## config.mk

```make
export PLATFORM = sky130hd
export DESIGN_NAME = cu_setup_top
export DESIGN_NICKNAME = d
export VERILOG_FILES = /design/src/design/setup_pkg.sv /design/src/design/cu_setup_top.sv /design/src/design/read_request_gen.sv /design/src/design/request_fifo.sv /design/src/design/setup_sequencer.sv
export SDC_FILE = /design/constraint.sdc
export NUM_CORES = 1
export LEC_CHECK = 0
export ABC_CLOCK_PERIOD_IN_PS = 9800
export BUFFER_PORTS_ARGS = -buffer_cell sky130_fd_sc_hd__buf_4
export CAP_MARGIN = 25
export CORE_UTILIZATION = 38
export DETAILED_ROUTE_END_ITERATION = 8
export PLACE_DENSITY_LB_ADDON = 0.3
export SLEW_MARGIN = 20
export SYNTH_ARGS = -nofsm -noshare
export SYNTH_HDL_FRONTEND = slang
export SYNTH_HIERARCHICAL = 1
export SYNTH_SLANG_ARGS = --single-unit
```

## constraint.sdc

```tcl
create_clock -name ap_clk -period 9.8 [get_ports ap_clk]
set_input_delay 0.98 -clock ap_clk [delete_from_list [all_inputs] [get_ports ap_clk]]
set_output_delay 0.98 -clock ap_clk [all_outputs]
set_load 0.01 [all_outputs]
```

## src/design/setup_pkg.sv

```systemverilog
`default_nettype none

package setup_pkg;

    // ----------------------------------------------------------
    // Widths
    // ----------------------------------------------------------
    // Word counts and outstanding response counts
    typedef logic [15:0] count_t;

    // Byte address of one read request
    typedef logic [31:0] addr_t;

    // Index to byte address for 8-byte words
    localparam int word_shift = 3;

    // ----------------------------------------------------------
    // Request FIFO sizing
    // ----------------------------------------------------------
    localparam int fifo_depth  = 16;
    localparam int prog_thresh = 12;
    localparam int fifo_addr_w = $clog2(fifo_depth);

    // Extra bit tells full from empty
    localparam int fifo_ptr_w  = fifo_addr_w + 1;

    typedef logic [fifo_ptr_w-1:0] fifo_ptr_t;

    // ----------------------------------------------------------
    // Bundles
    // ----------------------------------------------------------
    typedef struct packed {
        count_t program_count;
        count_t flush_count;
        logic   flush_enable;
    } setup_descriptor_t;

    typedef struct packed {
        addr_t addr;
        logic  flush;
    } read_request_t;

    // Start command, sequencer to generator
    typedef struct packed {
        count_t count;
        logic   flush;
    } read_cmd_t;

    typedef enum logic [2:0] {
        SETUP_IDLE,
        SETUP_PROG_START,
        SETUP_PROG_BUSY,
        SETUP_PROG_DONE,
        SETUP_FLUSH_START,
        SETUP_FLUSH_BUSY,
        SETUP_DONE
    } setup_state_t;

endpackage : setup_pkg

`default_nettype wire

```

## src/design/cu_setup_top.sv

```systemverilog
`timescale 1ns/1ps
`default_nettype none

module cu_setup_top (
    input  logic                         ap_clk,
    input  logic                         areset_cu_setup,
    input  logic                         desc_valid,
    input  setup_pkg::setup_descriptor_t desc,
    input  logic                         cu_flush,
    input  logic                         response_valid,
    input  logic                         request_ready,
    output logic                         request_valid,
    output setup_pkg::read_request_t     request,
    output logic                         done
);

    import setup_pkg::*;

    // Sequencer and generator
    logic          cmd_start;
    read_cmd_t     cmd;
    logic          gen_idle;

    // Generator and FIFO
    logic          push;
    read_request_t push_data;
    logic          prog_full;
    logic          fifo_empty;

    setup_sequencer u_setup_sequencer (
        .ap_clk          (ap_clk),
        .areset_cu_setup (areset_cu_setup),
        .desc_valid      (desc_valid),
        .desc            (desc),
        .cu_flush        (cu_flush),
        .response_valid  (response_valid),
        .gen_idle        (gen_idle),
        .fifo_empty      (fifo_empty),
        .cmd_start       (cmd_start),
        .cmd             (cmd),
        .done            (done)
    );

    read_request_gen u_read_request_gen (
        .ap_clk          (ap_clk),
        .areset_cu_setup (areset_cu_setup),
        .cmd_start       (cmd_start),
        .cmd             (cmd),
        .prog_full       (prog_full),
        .push            (push),
        .push_data       (push_data),
        .gen_idle        (gen_idle)
    );

    request_fifo u_request_fifo (
        .ap_clk          (ap_clk),
        .areset_cu_setup (areset_cu_setup),
        .push            (push),
        .push_data       (push_data),
        .request_ready   (request_ready),
        .request_valid   (request_valid),
        .request         (request),
        .prog_full       (prog_full),
        .empty           (fifo_empty)
    );

endmodule : cu_setup_top

`default_nettype wire

```

## src/design/read_request_gen.sv

```systemverilog
`timescale 1ns/1ps
`default_nettype none

module read_request_gen (
    input  logic                     ap_clk,
    input  logic                     areset_cu_setup,
    input  logic                     cmd_start,
    input  setup_pkg::read_cmd_t     cmd,
    input  logic                     prog_full,
    output logic                     push,
    output setup_pkg::read_request_t push_data,
    output logic                     gen_idle
);

    import setup_pkg::*;

    count_t count_q;
    count_t index_q;
    logic   flush_q;
    logic   busy;

    // ----------------------------------------------------------
    // Run state
    // ----------------------------------------------------------
    // Busy while words remain, so a zero count is idle at once
    assign busy     = (index_q < count_q);
    assign gen_idle = ~busy;

    // Pause while the FIFO sits at its threshold
    assign push = busy & ~prog_full;

    always_ff @(posedge ap_clk) begin
        if (areset_cu_setup) begin
            count_q <= '0;
            index_q <= '0;
        end else if (cmd_start) begin
            count_q <= cmd.count;
            index_q <= '0;
        end else if (push) begin
            index_q <= index_q + count_t'(1);
        end
    end

    always_ff @(posedge ap_clk) begin
        if (cmd_start) begin
            flush_q <= cmd.flush;
        end
    end

    // ----------------------------------------------------------
    // Request payload
    // ----------------------------------------------------------
    always_comb begin
        push_data.addr  = addr_t'(index_q) << word_shift;
        push_data.flush = flush_q;
    end

endmodule : read_request_gen

`default_nettype wire

```

## src/design/request_fifo.sv

```systemverilog
`timescale 1ns/1ps
`default_nettype none

module request_fifo (
    input  logic                     ap_clk,
    input  logic                     areset_cu_setup,
    input  logic                     push,
    input  setup_pkg::read_request_t push_data,
    input  logic                     request_ready,
    output logic                     request_valid,
    output setup_pkg::read_request_t request,
    output logic                     prog_full,
    output logic                     empty
);

    import setup_pkg::*;

    read_request_t mem [fifo_depth];

    fifo_ptr_t wr_ptr;
    fifo_ptr_t rd_ptr;
    fifo_ptr_t fill;
    logic      pop;

    // ----------------------------------------------------------
    // Status
    // ----------------------------------------------------------
    assign fill      = wr_ptr - rd_ptr;
    assign empty     = (wr_ptr == rd_ptr);
    assign prog_full = (fill >= fifo_ptr_t'(prog_thresh));
    assign pop       = request_ready & ~empty;

    // ----------------------------------------------------------
    // Pointers
    // ----------------------------------------------------------
    always_ff @(posedge ap_clk) begin
        if (areset_cu_setup) begin
            wr_ptr <= '0;
            rd_ptr <= '0;
        end else begin
            if (push) begin
                wr_ptr <= wr_ptr + fifo_ptr_t'(1);
            end
            if (pop) begin
                rd_ptr <= rd_ptr + fifo_ptr_t'(1);
            end
        end
    end

    always_ff @(posedge ap_clk) begin
        if (push) begin
            mem[wr_ptr[fifo_addr_w-1:0]] <= push_data;
        end
    end

    // Popped entry shows up one cycle later
    always_ff @(posedge ap_clk) begin
        if (areset_cu_setup) begin
            request_valid <= 1'b0;
        end else begin
            request_valid <= pop;
        end
    end

    always_ff @(posedge ap_clk) begin
        if (pop) begin
            request <= mem[rd_ptr[fifo_addr_w-1:0]];
        end
    end

endmodule : request_fifo

`default_nettype wire

```

## src/design/setup_sequencer.sv

```systemverilog
`timescale 1ns/1ps
`default_nettype none

module setup_sequencer (
    input  logic                         ap_clk,
    input  logic                         areset_cu_setup,
    input  logic                         desc_valid,
    input  setup_pkg::setup_descriptor_t desc,
    input  logic                         cu_flush,
    input  logic                         response_valid,
    input  logic                         gen_idle,
    input  logic                         fifo_empty,
    output logic                         cmd_start,
    output setup_pkg::read_cmd_t         cmd,
    output logic                         done
);

    import setup_pkg::*;

    setup_state_t      state;
    setup_state_t      next_state;
    setup_descriptor_t desc_q;
    count_t            resp_count;
    logic              resp_zero;
    logic              phase_end;

    assign resp_zero = (resp_count == '0);

    // Generator has not picked up the command yet while cmd_start is high
    assign phase_end = gen_idle & resp_zero & fifo_empty & ~cmd_start;

    assign done = (state == SETUP_DONE);

    // ----------------------------------------------------------
    // Descriptor capture
    // ----------------------------------------------------------
    always_ff @(posedge ap_clk) begin
        if (state == SETUP_IDLE && desc_valid) begin
            desc_q <= desc;
        end
    end

    // ----------------------------------------------------------
    // Phase state machine
    // ----------------------------------------------------------
    always_ff @(posedge ap_clk) begin
        if (areset_cu_setup) begin
            state <= SETUP_IDLE;
        end else begin
            state <= next_state;
        end
    end

    always_comb begin
        next_state = state;
        case (state)
            SETUP_IDLE: begin
                if (desc_valid) begin
                    next_state = SETUP_PROG_START;
                end
            end
            SETUP_PROG_START: begin
                next_state = SETUP_PROG_BUSY;
            end
            SETUP_PROG_BUSY: begin
                if (phase_end) begin
                    next_state = SETUP_PROG_DONE;
                end
            end
            SETUP_PROG_DONE: begin
                if (!desc_q.flush_enable) begin
                    next_state = SETUP_DONE;
                end else if (cu_flush) begin
                    next_state = SETUP_FLUSH_START;
                end
            end
            SETUP_FLUSH_START: begin
                next_state = SETUP_FLUSH_BUSY;
            end
            SETUP_FLUSH_BUSY: begin
                if (phase_end) begin
                    next_state = SETUP_DONE;
                end
            end
            // Held until reset
            SETUP_DONE: begin
                next_state = SETUP_DONE;
            end
            default: begin
                next_state = SETUP_IDLE;
            end
        endcase
    end

    // ----------------------------------------------------------
    // Start strobe and response counter
    // ----------------------------------------------------------
    always_ff @(posedge ap_clk) begin
        if (areset_cu_setup) begin
            cmd_start  <= 1'b0;
            resp_count <= '0;
        end else begin
            cmd_start <= (state == SETUP_PROG_START) || (state == SETUP_FLUSH_START);
            if (state == SETUP_PROG_START) begin
                resp_count <= desc_q.program_count;
            end else if (state == SETUP_FLUSH_START) begin
                resp_count <= desc_q.flush_count;
            end else if (response_valid && !resp_zero) begin
                resp_count <= resp_count - count_t'(1);
            end
        end
    end

    // Command payload valid alongside cmd_start
    always_ff @(posedge ap_clk) begin
        if (state == SETUP_PROG_START) begin
            cmd.count <= desc_q.program_count;
            cmd.flush <= 1'b0;
        end else if (state == SETUP_FLUSH_START) begin
            cmd.count <= desc_q.flush_count;
            cmd.flush <= 1'b1;
        end
    end

endmodule : setup_sequencer

`default_nettype wire

```

==> results of run 1 <==
-- final cells by class --
cell class	count	area, µm²
Clock buffer	88	1880
Clock inverter	45	489
Fill cell	5879	38300
Inverter	38	143
Multi-Input combinational cell	659	6490
Sequential cell	675	19600
Tap cell	931	1160
Timing Repair Buffer	97	906
-- kinds of logic after synthesis --
logic type,share of synthesized area
buffers and inverters,0.0263
other,0.000140
flip-flops,0.734
adder cells (fa/ha/maj),0.0122
AO/OA/AOI/OAI,0.0515
multiplexers,0.121
AND/OR/NAND/NOR,0.0508
XOR/XNOR,0.00421
-- critical path: stages (launching register included) --
cell and delay [ns]:
dfxtp_1 0.79, ha_1 0.36, and3_1 0.21, a221oi_2 0.38
o32ai_4 0.28, or2_1 0.34, nor2_1 0.46, nand2_1 0.10
nor2_1 0.23, and2_2 0.43, buf_4 0.51
-- synthesized netlist by cell type (4+ instances only) --
cell type	count	area share
o21ai_1	5	0.00094
buf_1	5	0.00070
edfxtp_1	611	0.69
nand4_1	8	0.0019
o22ai_1	74	0.017
a21oi_1	31	0.0058
nand2b_1	6	0.0014
and2_1	17	0.0040
nand3_1	18	0.0034
and3_1	6	0.0014
a31oi_1	4	0.00094
xnor2_1	6	0.0020
buf_4	31	0.0087
nor3_1	9	0.0017
o211ai_1	4	0.0011
buf_2	25	0.0047
mux4_2	132	0.11
inv_1	37	0.0052
o41ai_1	4	0.0013
a22oi_1	15	0.0042
a21o_1	6	0.0017
mux2i_1	25	0.0094
xor2_1	5	0.0016
nor2_1	94	0.013
nor4_1	8	0.0019
ha_1	26	0.012
or3_1	15	0.0035
o31ai_1	10	0.0028
o21ai_0	12	0.0022
clkbuf_1	30	0.0042
nand2_1	36	0.0051
dfxtp_1	64	0.048
-- stage by stage --
stage          total power [mW]  instance area, µm²   util  setup slack, ns
3_5_place_dp               5.26               28300  0.410             5.41
2_1_floorplan              4.77               26800      -             6.02
4_1_cts                    7.97               30700  0.444             5.36
5_1_grt                    8.22               30700  0.445             5.03
3_3_place_gp               5.20               28100  0.406             5.40
6_report                   7.89               30700  0.445             5.31
-- worst max-delay path by stage --
| stage | startpoint | cells past startpoint | slack (ns) | end |
|---|---|---|---|---|
| after floorplan | u_read_request_gen/index_q[11] | 10 | 6.02 | u_request_fifo/mem[0][0] |
| after global placement | u_read_request_gen/index_q[6] | 8 | 5.40 | u_request_fifo/mem[0][19] |
| after detailed placement | u_read_request_gen/index_q[6] | 9 | 5.41 | u_request_fifo/mem[15][22] |
| after CTS | u_read_request_gen/index_q[6] | 9 | 5.36 | u_request_fifo/mem[15][15] |
| after global routing | u_read_request_gen/index_q[9] | 10 | 5.03 | u_request_fifo/mem[6][17] |
| final | u_read_request_gen/index_q[6] | 10 | 5.31 | u_request_fifo/mem[6][17] |
-- layer usage --
metal / up-vias / part of all wire
li1: 6041 / -
met1: 7022 / 0.44
met2: 365 / 0.49
met3: 79 / 0.052
met4: 0 / 0.022
met5: - / 0
-- report_power, final --
group	internal, mW	switching [mW]
clock	1.57	1.12
combinational	0.631	0.826
sequential	3.54	0.192
-- flip-flops by register name, summed over array words and instances, names as in the netlist --
name,flops
u_request_fifo/request_valid,1
u_setup_sequencer/cmd_start,1
u_setup_sequencer/desc_q,33
u_read_request_gen/flush_q,1
u_read_request_gen/count_q,16
u_setup_sequencer/cmd,17
u_request_fifo/rd_ptr,5
u_request_fifo/wr_ptr,5
u_setup_sequencer/resp_count,16
u_setup_sequencer/state,3
u_read_request_gen/index_q,16
u_request_fifo/mem,528
u_request_fifo/request,33
==> impl_metrics.yaml, run 1 <==
clocking:
  cts_setup_buffers: 0
  cts_tree: "yes"
  clkSlewWorstSetupHoldPaths_ns: 0.06
  htreeDepth: 3
  clk_path_buf_depth: 3
  clock_tree.root_cell: "clkbuf_16"
  post_cts_resized: 0
  clkLatencyLatePin_ns: 0.62
  ctsHoldBuffers: 0
  cts.sinks: 675
  cts_made_buffers: 72
routing:
  dr.pass1.iters: 5
  vias_per_cell: 5.33
  detail_route.wl_per_cell_um: 22.0
  dr_total_vias: 13507
  drc: 0
  final_antenna_net_count: 0
  wl_um: 55700
  drtIter0Drc: 972
synthesis:
  syn_avg_cell_area_um2: 18.4
  synth_edf_count: 611
  netlist_area_um2: 26700
  yosysUniqueCellTypes: 84
  async_flop_share: 0
  synthCells: 1453
  synth_ff_type: "edfxtp_1"
  ys_warn_count: 6
  ys_seq_elements: 675
  seq_area_frac_synth: 0.734
timing:
  setup_tns_ns: 0
  fin_skew_ns: 0.0207
  finalSetupViolCount: 0
  holdWs_ns: 0.479
  max_freq_mhz: 223
  rsz0062_at_grt: "false"
  fin_crit_ns: 4.49
  hold_viol_final: 0
  worstMarginPinSlew_ns: 1.07
  finalCritPeriodShare: 0.458
  max-slew-margin-rel: 0.287
  drv_slew: 0
power_and_ir_drop:
  leakage_nw: 9.81
  ir_worst_vdd_mv: 0.161
  power_density_nw_per_um2: 257
critical_path:
  reg2reg_from: "u_read_request_gen/index_q[6]"
  r2r_slack_ns: 5.31
  critPathMaxFanout: 24
  start_kind: "flop"
  cp.arrival_ns: 4.72
  path_class: "flop to flop"
  worstReg2RegEnd: "u_request_fifo/mem[6][17]"
  end_kind: "flop"
  r2r_cells: 10
  cp.required_ns: 10.04
place:
  place_inst: 2398
  io_buffers: 73
  routabilityCongestion: 0.791
  place_hpwl_um: 31700
global_route:
  antenna_found_initial: 0
  grt_max_degree: 62
  gr-total-overflow: 0
  first_global_vias: 13982
  grt_pass1_wl_um: 85000
  grt.busiest_layer: "met2"
  met2_usage: 0.261
  grt_use_total: 0.158
  use_met1: 0.214
  grt_use_met3: 0.0294
final_layout:
  layout-drive-gt1-share: 0.239
  layout_common_cells: "611 x edfxtp_1, 132 x mux4_2, 94 x nor2_1"
  stdcell_count: 2533
  diodes: 0
  final_common_cell: "edfxtp_1"
  syn_to_final_growth_pct: 14.9
  fin_nets: 1608
worst_hold_path:
  hp-class: "flop to flop"
  holdPathStages: 2
  min_to: "u_read_request_gen/count_q[8]"
  worst_hold_startpoint: "u_setup_sequencer/cmd[9]"
floorplan:
  ioPinCount: 74
  core_um2: 69100
  start_util: 0.387
  dieWidth_um: 267
  dieArea_um2: 71400
  die_h_um: 267
  rows: 96
outcome:
  run_status: "finished, final reports clean"
job:
  maxCapViolCount: 0
(Power assumes the default switching activity.)
==> run 2, diff against run 1 <==
ABC_CLOCK_PERIOD_IN_PS = 4300   (was 9800)
clock period = 4.3 ns   (was 9.8 ns; I/O delays follow)
==> impl_metrics.yaml, run 2 (same netlist as run 1, synthesis figures left out) <==
outcome:
  run_status: "finished, final reports clean"
global_route:
  antenna_found_initial: 0
  first_global_vias: 14089
  grt_max_degree: 105
  grt_use_total: 0.159
  gr-total-overflow: 0
  grt_pass1_wl_um: 85500
routing:
  detail_route.wl_per_cell_um: 21.6
  vias_per_cell: 5.28
  final_antenna_net_count: 0
  dr.pass1.iters: 5
  dr_total_vias: 13649
  drc: 0
  wl_um: 55800
  drtIter0Drc: 965
critical_path:
  end_kind: "flop"
  start_kind: "flop"
  cp.arrival_ns: 4.07
  critPathMaxFanout: 21
  path_class: "flop to flop"
  cp.required_ns: 4.59
clocking:
  htreeDepth: 3
  cts_tree: "yes"
  clock_tree.root_cell: "clkbuf_16"
  clkLatencyLatePin_ns: 0.61
  cts.sinks: 675
  cts_made_buffers: 73
  cts_setup_buffers: 0
  clkSlewWorstSetupHoldPaths_ns: 0.06
  post_cts_resized: 0
  clk_path_buf_depth: 3
timing:
  drv_slew: 0
  finalCritPeriodShare: 0.879
  finalSetupViolCount: 0
  max-slew-margin-rel: 0.284
  setup_tns_ns: 0
  hold_viol_final: 0
  worstMarginPinSlew_ns: 1.07
  max_freq_mhz: 265
  rsz0062_at_grt: "false"
  fin_crit_ns: 3.78
  fin_skew_ns: 0.0404
floorplan:
  dieArea_um2: 71400
  die_h_um: 267
  core_um2: 69100
  ioPinCount: 74
  start_util: 0.387
  dieWidth_um: 267
  rows: 96
worst_hold_path:
  hp-class: "input port to flop"
final_layout:
  layout-drive-gt1-share: 0.247
  syn_to_final_growth_pct: 16.6
  utilization: 0.451
  largest_reg_flops: 528
  fin_nets: 1663
  layout_common_cells: "611 x edfxtp_1, 132 x mux4_2, 105 x buf_4"
  final_common_cell: "edfxtp_1"
  diodes: 0
  n_fill_cell: 5840
power_and_ir_drop:
  leakage_nw: 10.0
  ir_worst_vdd_mv: 0.363
  power_density_nw_per_um2: 577
job:
  maxCapViolCount: 0
place:
  place_hpwl_um: 33700
  io_buffers: 73
  routabilityCongestion: 0.813
-- run 2: layout make-up --
type                            instances  area (µm²)  area share
Clock inverter                         39         383      0.0123
Tap cell                              931        1160      0.0374
Inverter                               38         143     0.00458
Multi-Input combinational cell        659        6490       0.208
Clock buffer                           91        1980      0.0634
Sequential cell                       675       19600       0.630
Timing Repair Buffer                  151        1370      0.0440
-- run 2: timing repair --
| action | CTS | global route |
|---|---|---|
| hold endpoints to repair | 33 | 0 |
| setup endpoints to repair | 0 | 0 |
| hold buffers | 33 | 0 |
-- run 2: worst paths after layout --
kind	end	slack, ns	cells past startpoint	from
worst max-delay path	u_request_fifo/mem[0][26]	0.52	10	u_read_request_gen/index_q[13]
worst min-delay path	u_setup_sequencer/state[1]	0.18	4	cu_flush
worst max register to register	u_request_fifo/mem[0][26]	0.52	10	u_read_request_gen/index_q[13]
worst min register to register	u_read_request_gen/count_q[0]	0.49	2	u_setup_sequencer/cmd[1]
-- run 2: critical path, stage by stage (launching register included) --
cell	delay [ns]
dfxtp_1	0.72
ha_1	0.37
a21oi_1	0.14
o21ai_0	0.16
or3_1	0.38
or2_1	0.26
nor2_1	0.19
buf_4	0.19
nor3b_1	0.33
and2_2	0.48
buf_12	0.25
-- run 2: through the flow --
stage          worst slack [ns]  cell area (µm²)  power (mW)  cells  hold slack, ns
6_report                  0.522            31200        18.0   2584           0.181
4_1_cts                   0.539            31100        18.1   2582           0.144
3_3_place_gp              0.603            28400        12.0   2419           0.465
5_1_grt                   0.248            31200        18.7   2584           0.158
3_5_place_dp              0.558            28400        12.0   2419           0.475
2_1_floorplan             0.515            26800        10.9   1468           0.425
-- run 2: power breakdown --
group / leakage (nW) / total, mW / switching [mW] / internal [mW]
Sequential: 6.08 / 8.42 / 0.360 / 8.06
Clock: 1.13 / 6.06 / 2.57 / 3.49
Combinational: 2.81 / 3.49 / 2.00 / 1.48
Total: 10.0 / 18.0 / 4.93 / 13.0
-- run 2: metal layers --
metal,share of wire,up-vias,GRT usage
met1,0.42,7083,0.200
li1,-,6131,-
met2,0.52,342,0.281
met5,0,-,0
met3,0.039,93,0.0248
met4,0.027,0,0.0523
==> run 3, diff against run 2 <==
CORE_MARGIN = 2   (was not set)
CORE_UTILIZATION = 29   (was 38)
SETUP_SLACK_MARGIN = 0.1   (was not set)
==> impl_metrics.yaml, run 3 (same netlist as run 1, synthesis figures left out) <==
floorplan:
  dieArea_um2: 94600
  ioPinCount: 74
  die_h_um: 308
  rows: 111
  dieWidth_um: 308
  core_um2: 91500
  start_util: 0.292
critical_path:
  setup.worst_path.start: "u_read_request_gen/index_q[15]"
  r2r_cells: 9
  worstReg2RegEnd: "u_request_fifo/mem[15][15]"
  start_kind: "flop"
  r2r_slack_ns: 0.57
  end_kind: "flop"
  critPathMaxFanout: 26
  reg2reg_from: "u_read_request_gen/index_q[15]"
  path_class: "flop to flop"
  cp.required_ns: 4.59
  cp.arrival_ns: 4.02
  worstSetupEndpoint: "u_request_fifo/mem[15][15]"
place:
  io_buffers: 73
  place_hpwl_um: 35500
  routabilityCongestion: 0.765
  post_dp_cell_area_um2: 28900
routing:
  wl_um: 60600
  dr_total_vias: 13826
  vias_per_cell: 4.85
  detail_route.wl_per_cell_um: 21.3
  drc: 0
  dr.pass1.iters: 5
  final_antenna_net_count: 0
  drtIter0Drc: 1142
final_layout:
  layout-drive-gt1-share: 0.247
  utilization: 0.346
  final_common_cell: "edfxtp_1"
  layout_common_cells: "611 x edfxtp_1, 132 x mux4_2, 101 x buf_4"
  final_cell_area_um2: 31700
  largest_reg_flops: 528
  fin_nets: 1666
  syn_to_final_growth_pct: 18.4
timing:
  max-slew-margin-rel: 0.365
  hold_viol_final: 0
  fin_skew_ns: 0.0286
  setup_tns_ns: 0
  fin_crit_ns: 3.73
  finalSetupViolCount: 0
  drv_slew: 0
  worstMarginPinSlew_ns: 0.951
  finalCritPeriodShare: 0.869
  holdWs_ns: 0.178
  max_freq_mhz: 268
  rsz0062_at_grt: "false"
clocking:
  cts.sinks: 675
  clkLatencyLatePin_ns: 0.63
  clock_tree.root_cell: "clkbuf_16"
  clk_path_buf_depth: 3
  htreeDepth: 3
  clkSlewWorstSetupHoldPaths_ns: 0.06
  cts_made_buffers: 72
  cts_tree: "yes"
global_route:
  grt_pass1_wl_um: 91400
  grt_use_total: 0.129
  grt_max_degree: 95
  gr-total-overflow: 0
  antenna_found_initial: 0
  first_global_vias: 14472
worst_hold_path:
  hp-class: "input port to flop"
power_and_ir_drop:
  leakage_nw: 10.1
  power_density_nw_per_um2: 573
  ir_worst_vdd_mv: 0.357
job:
  maxCapViolCount: 0
outcome:
  run_status: "finished, final reports clean"
## run 3: worst max-delay path: stages, from the launching register on
cell and delay (ns):
dfxtp_1 0.78, ha_1 0.38, nand4_2 0.14, o21bai_1 0.13, or3_1 0.51, or2_1 0.31
nor2_1 0.26, and3_1 0.26, and2_2 0.34, buf_12 0.28
## run 3: timing repair
action,4_1_cts,5_1_grt
gates resized for setup,0,0
hold buffers,33,0
buffers inserted,0,0
hold endpoints to repair,33,0
## run 3: cell type report
| class | instances | area, µm² |
|---|---|---|
| Fill cell | 8512 | 59900 |
| Antenna cell | 1 | 2.50 |
| Sequential cell | 675 | 19600 |
| Inverter | 38 | 143 |
| Tap cell | 1186 | 1480 |
| Timing Repair Buffer | 155 | 1510 |
| Clock inverter | 39 | 433 |
| Multi-Input combinational cell | 659 | 6480 |
| Clock buffer | 95 | 1960 |
## run 3: where the power goes
group	internal (mW)	total [mW]	switching (mW)
logic	1.52	3.52	2.00
clock network	3.56	6.18	2.61
registers	8.06	8.44	0.375
total	13.1	18.1	4.99
## run 3: how the worst min path moves through the flow
stage / slack [ns] / to / cells past startpoint / startpoint
after CTS: 0.13 / u_setup_sequencer/state[1] / 4 / cu_flush
final: 0.18 / u_setup_sequencer/state[1] / 4 / cu_flush
after global routing: 0.16 / u_setup_sequencer/state[1] / 4 / cu_flush
after detailed placement: 0.48 / u_read_request_gen/count_q[3] / 2 / u_setup_sequencer/cmd[4]
after floorplan: 0.42 / u_read_request_gen/flush_q / 0 / u_setup_sequencer/cmd[0]
after global placement: 0.46 / u_read_request_gen/count_q[4] / 2 / u_setup_sequencer/cmd[5]
## run 3: routing by layer
layer / track usage / wire length, µm / up-vias
met5: 0 / 0 / -
met4: 0.0363 / 1350 / 0
met3: 0.0243 / 2930 / 99
met2: 0.213 / 29800 / 379
met1: 0.172 / 26500 / 7197
li1: - / - / 6151
## run 3: stage by stage
stage | total power [mW] | std cells | setup slack, ns
after floorplan | 10.9 | 1468 | 0.515
after global placement | 12.1 | 2677 | 0.601
after detailed placement | 12.1 | 2678 | 0.523
after CTS | 18.4 | 2845 | 0.517
after global routing | 19.0 | 2847 | 0.283
final | 18.1 | 2848 | 0.565
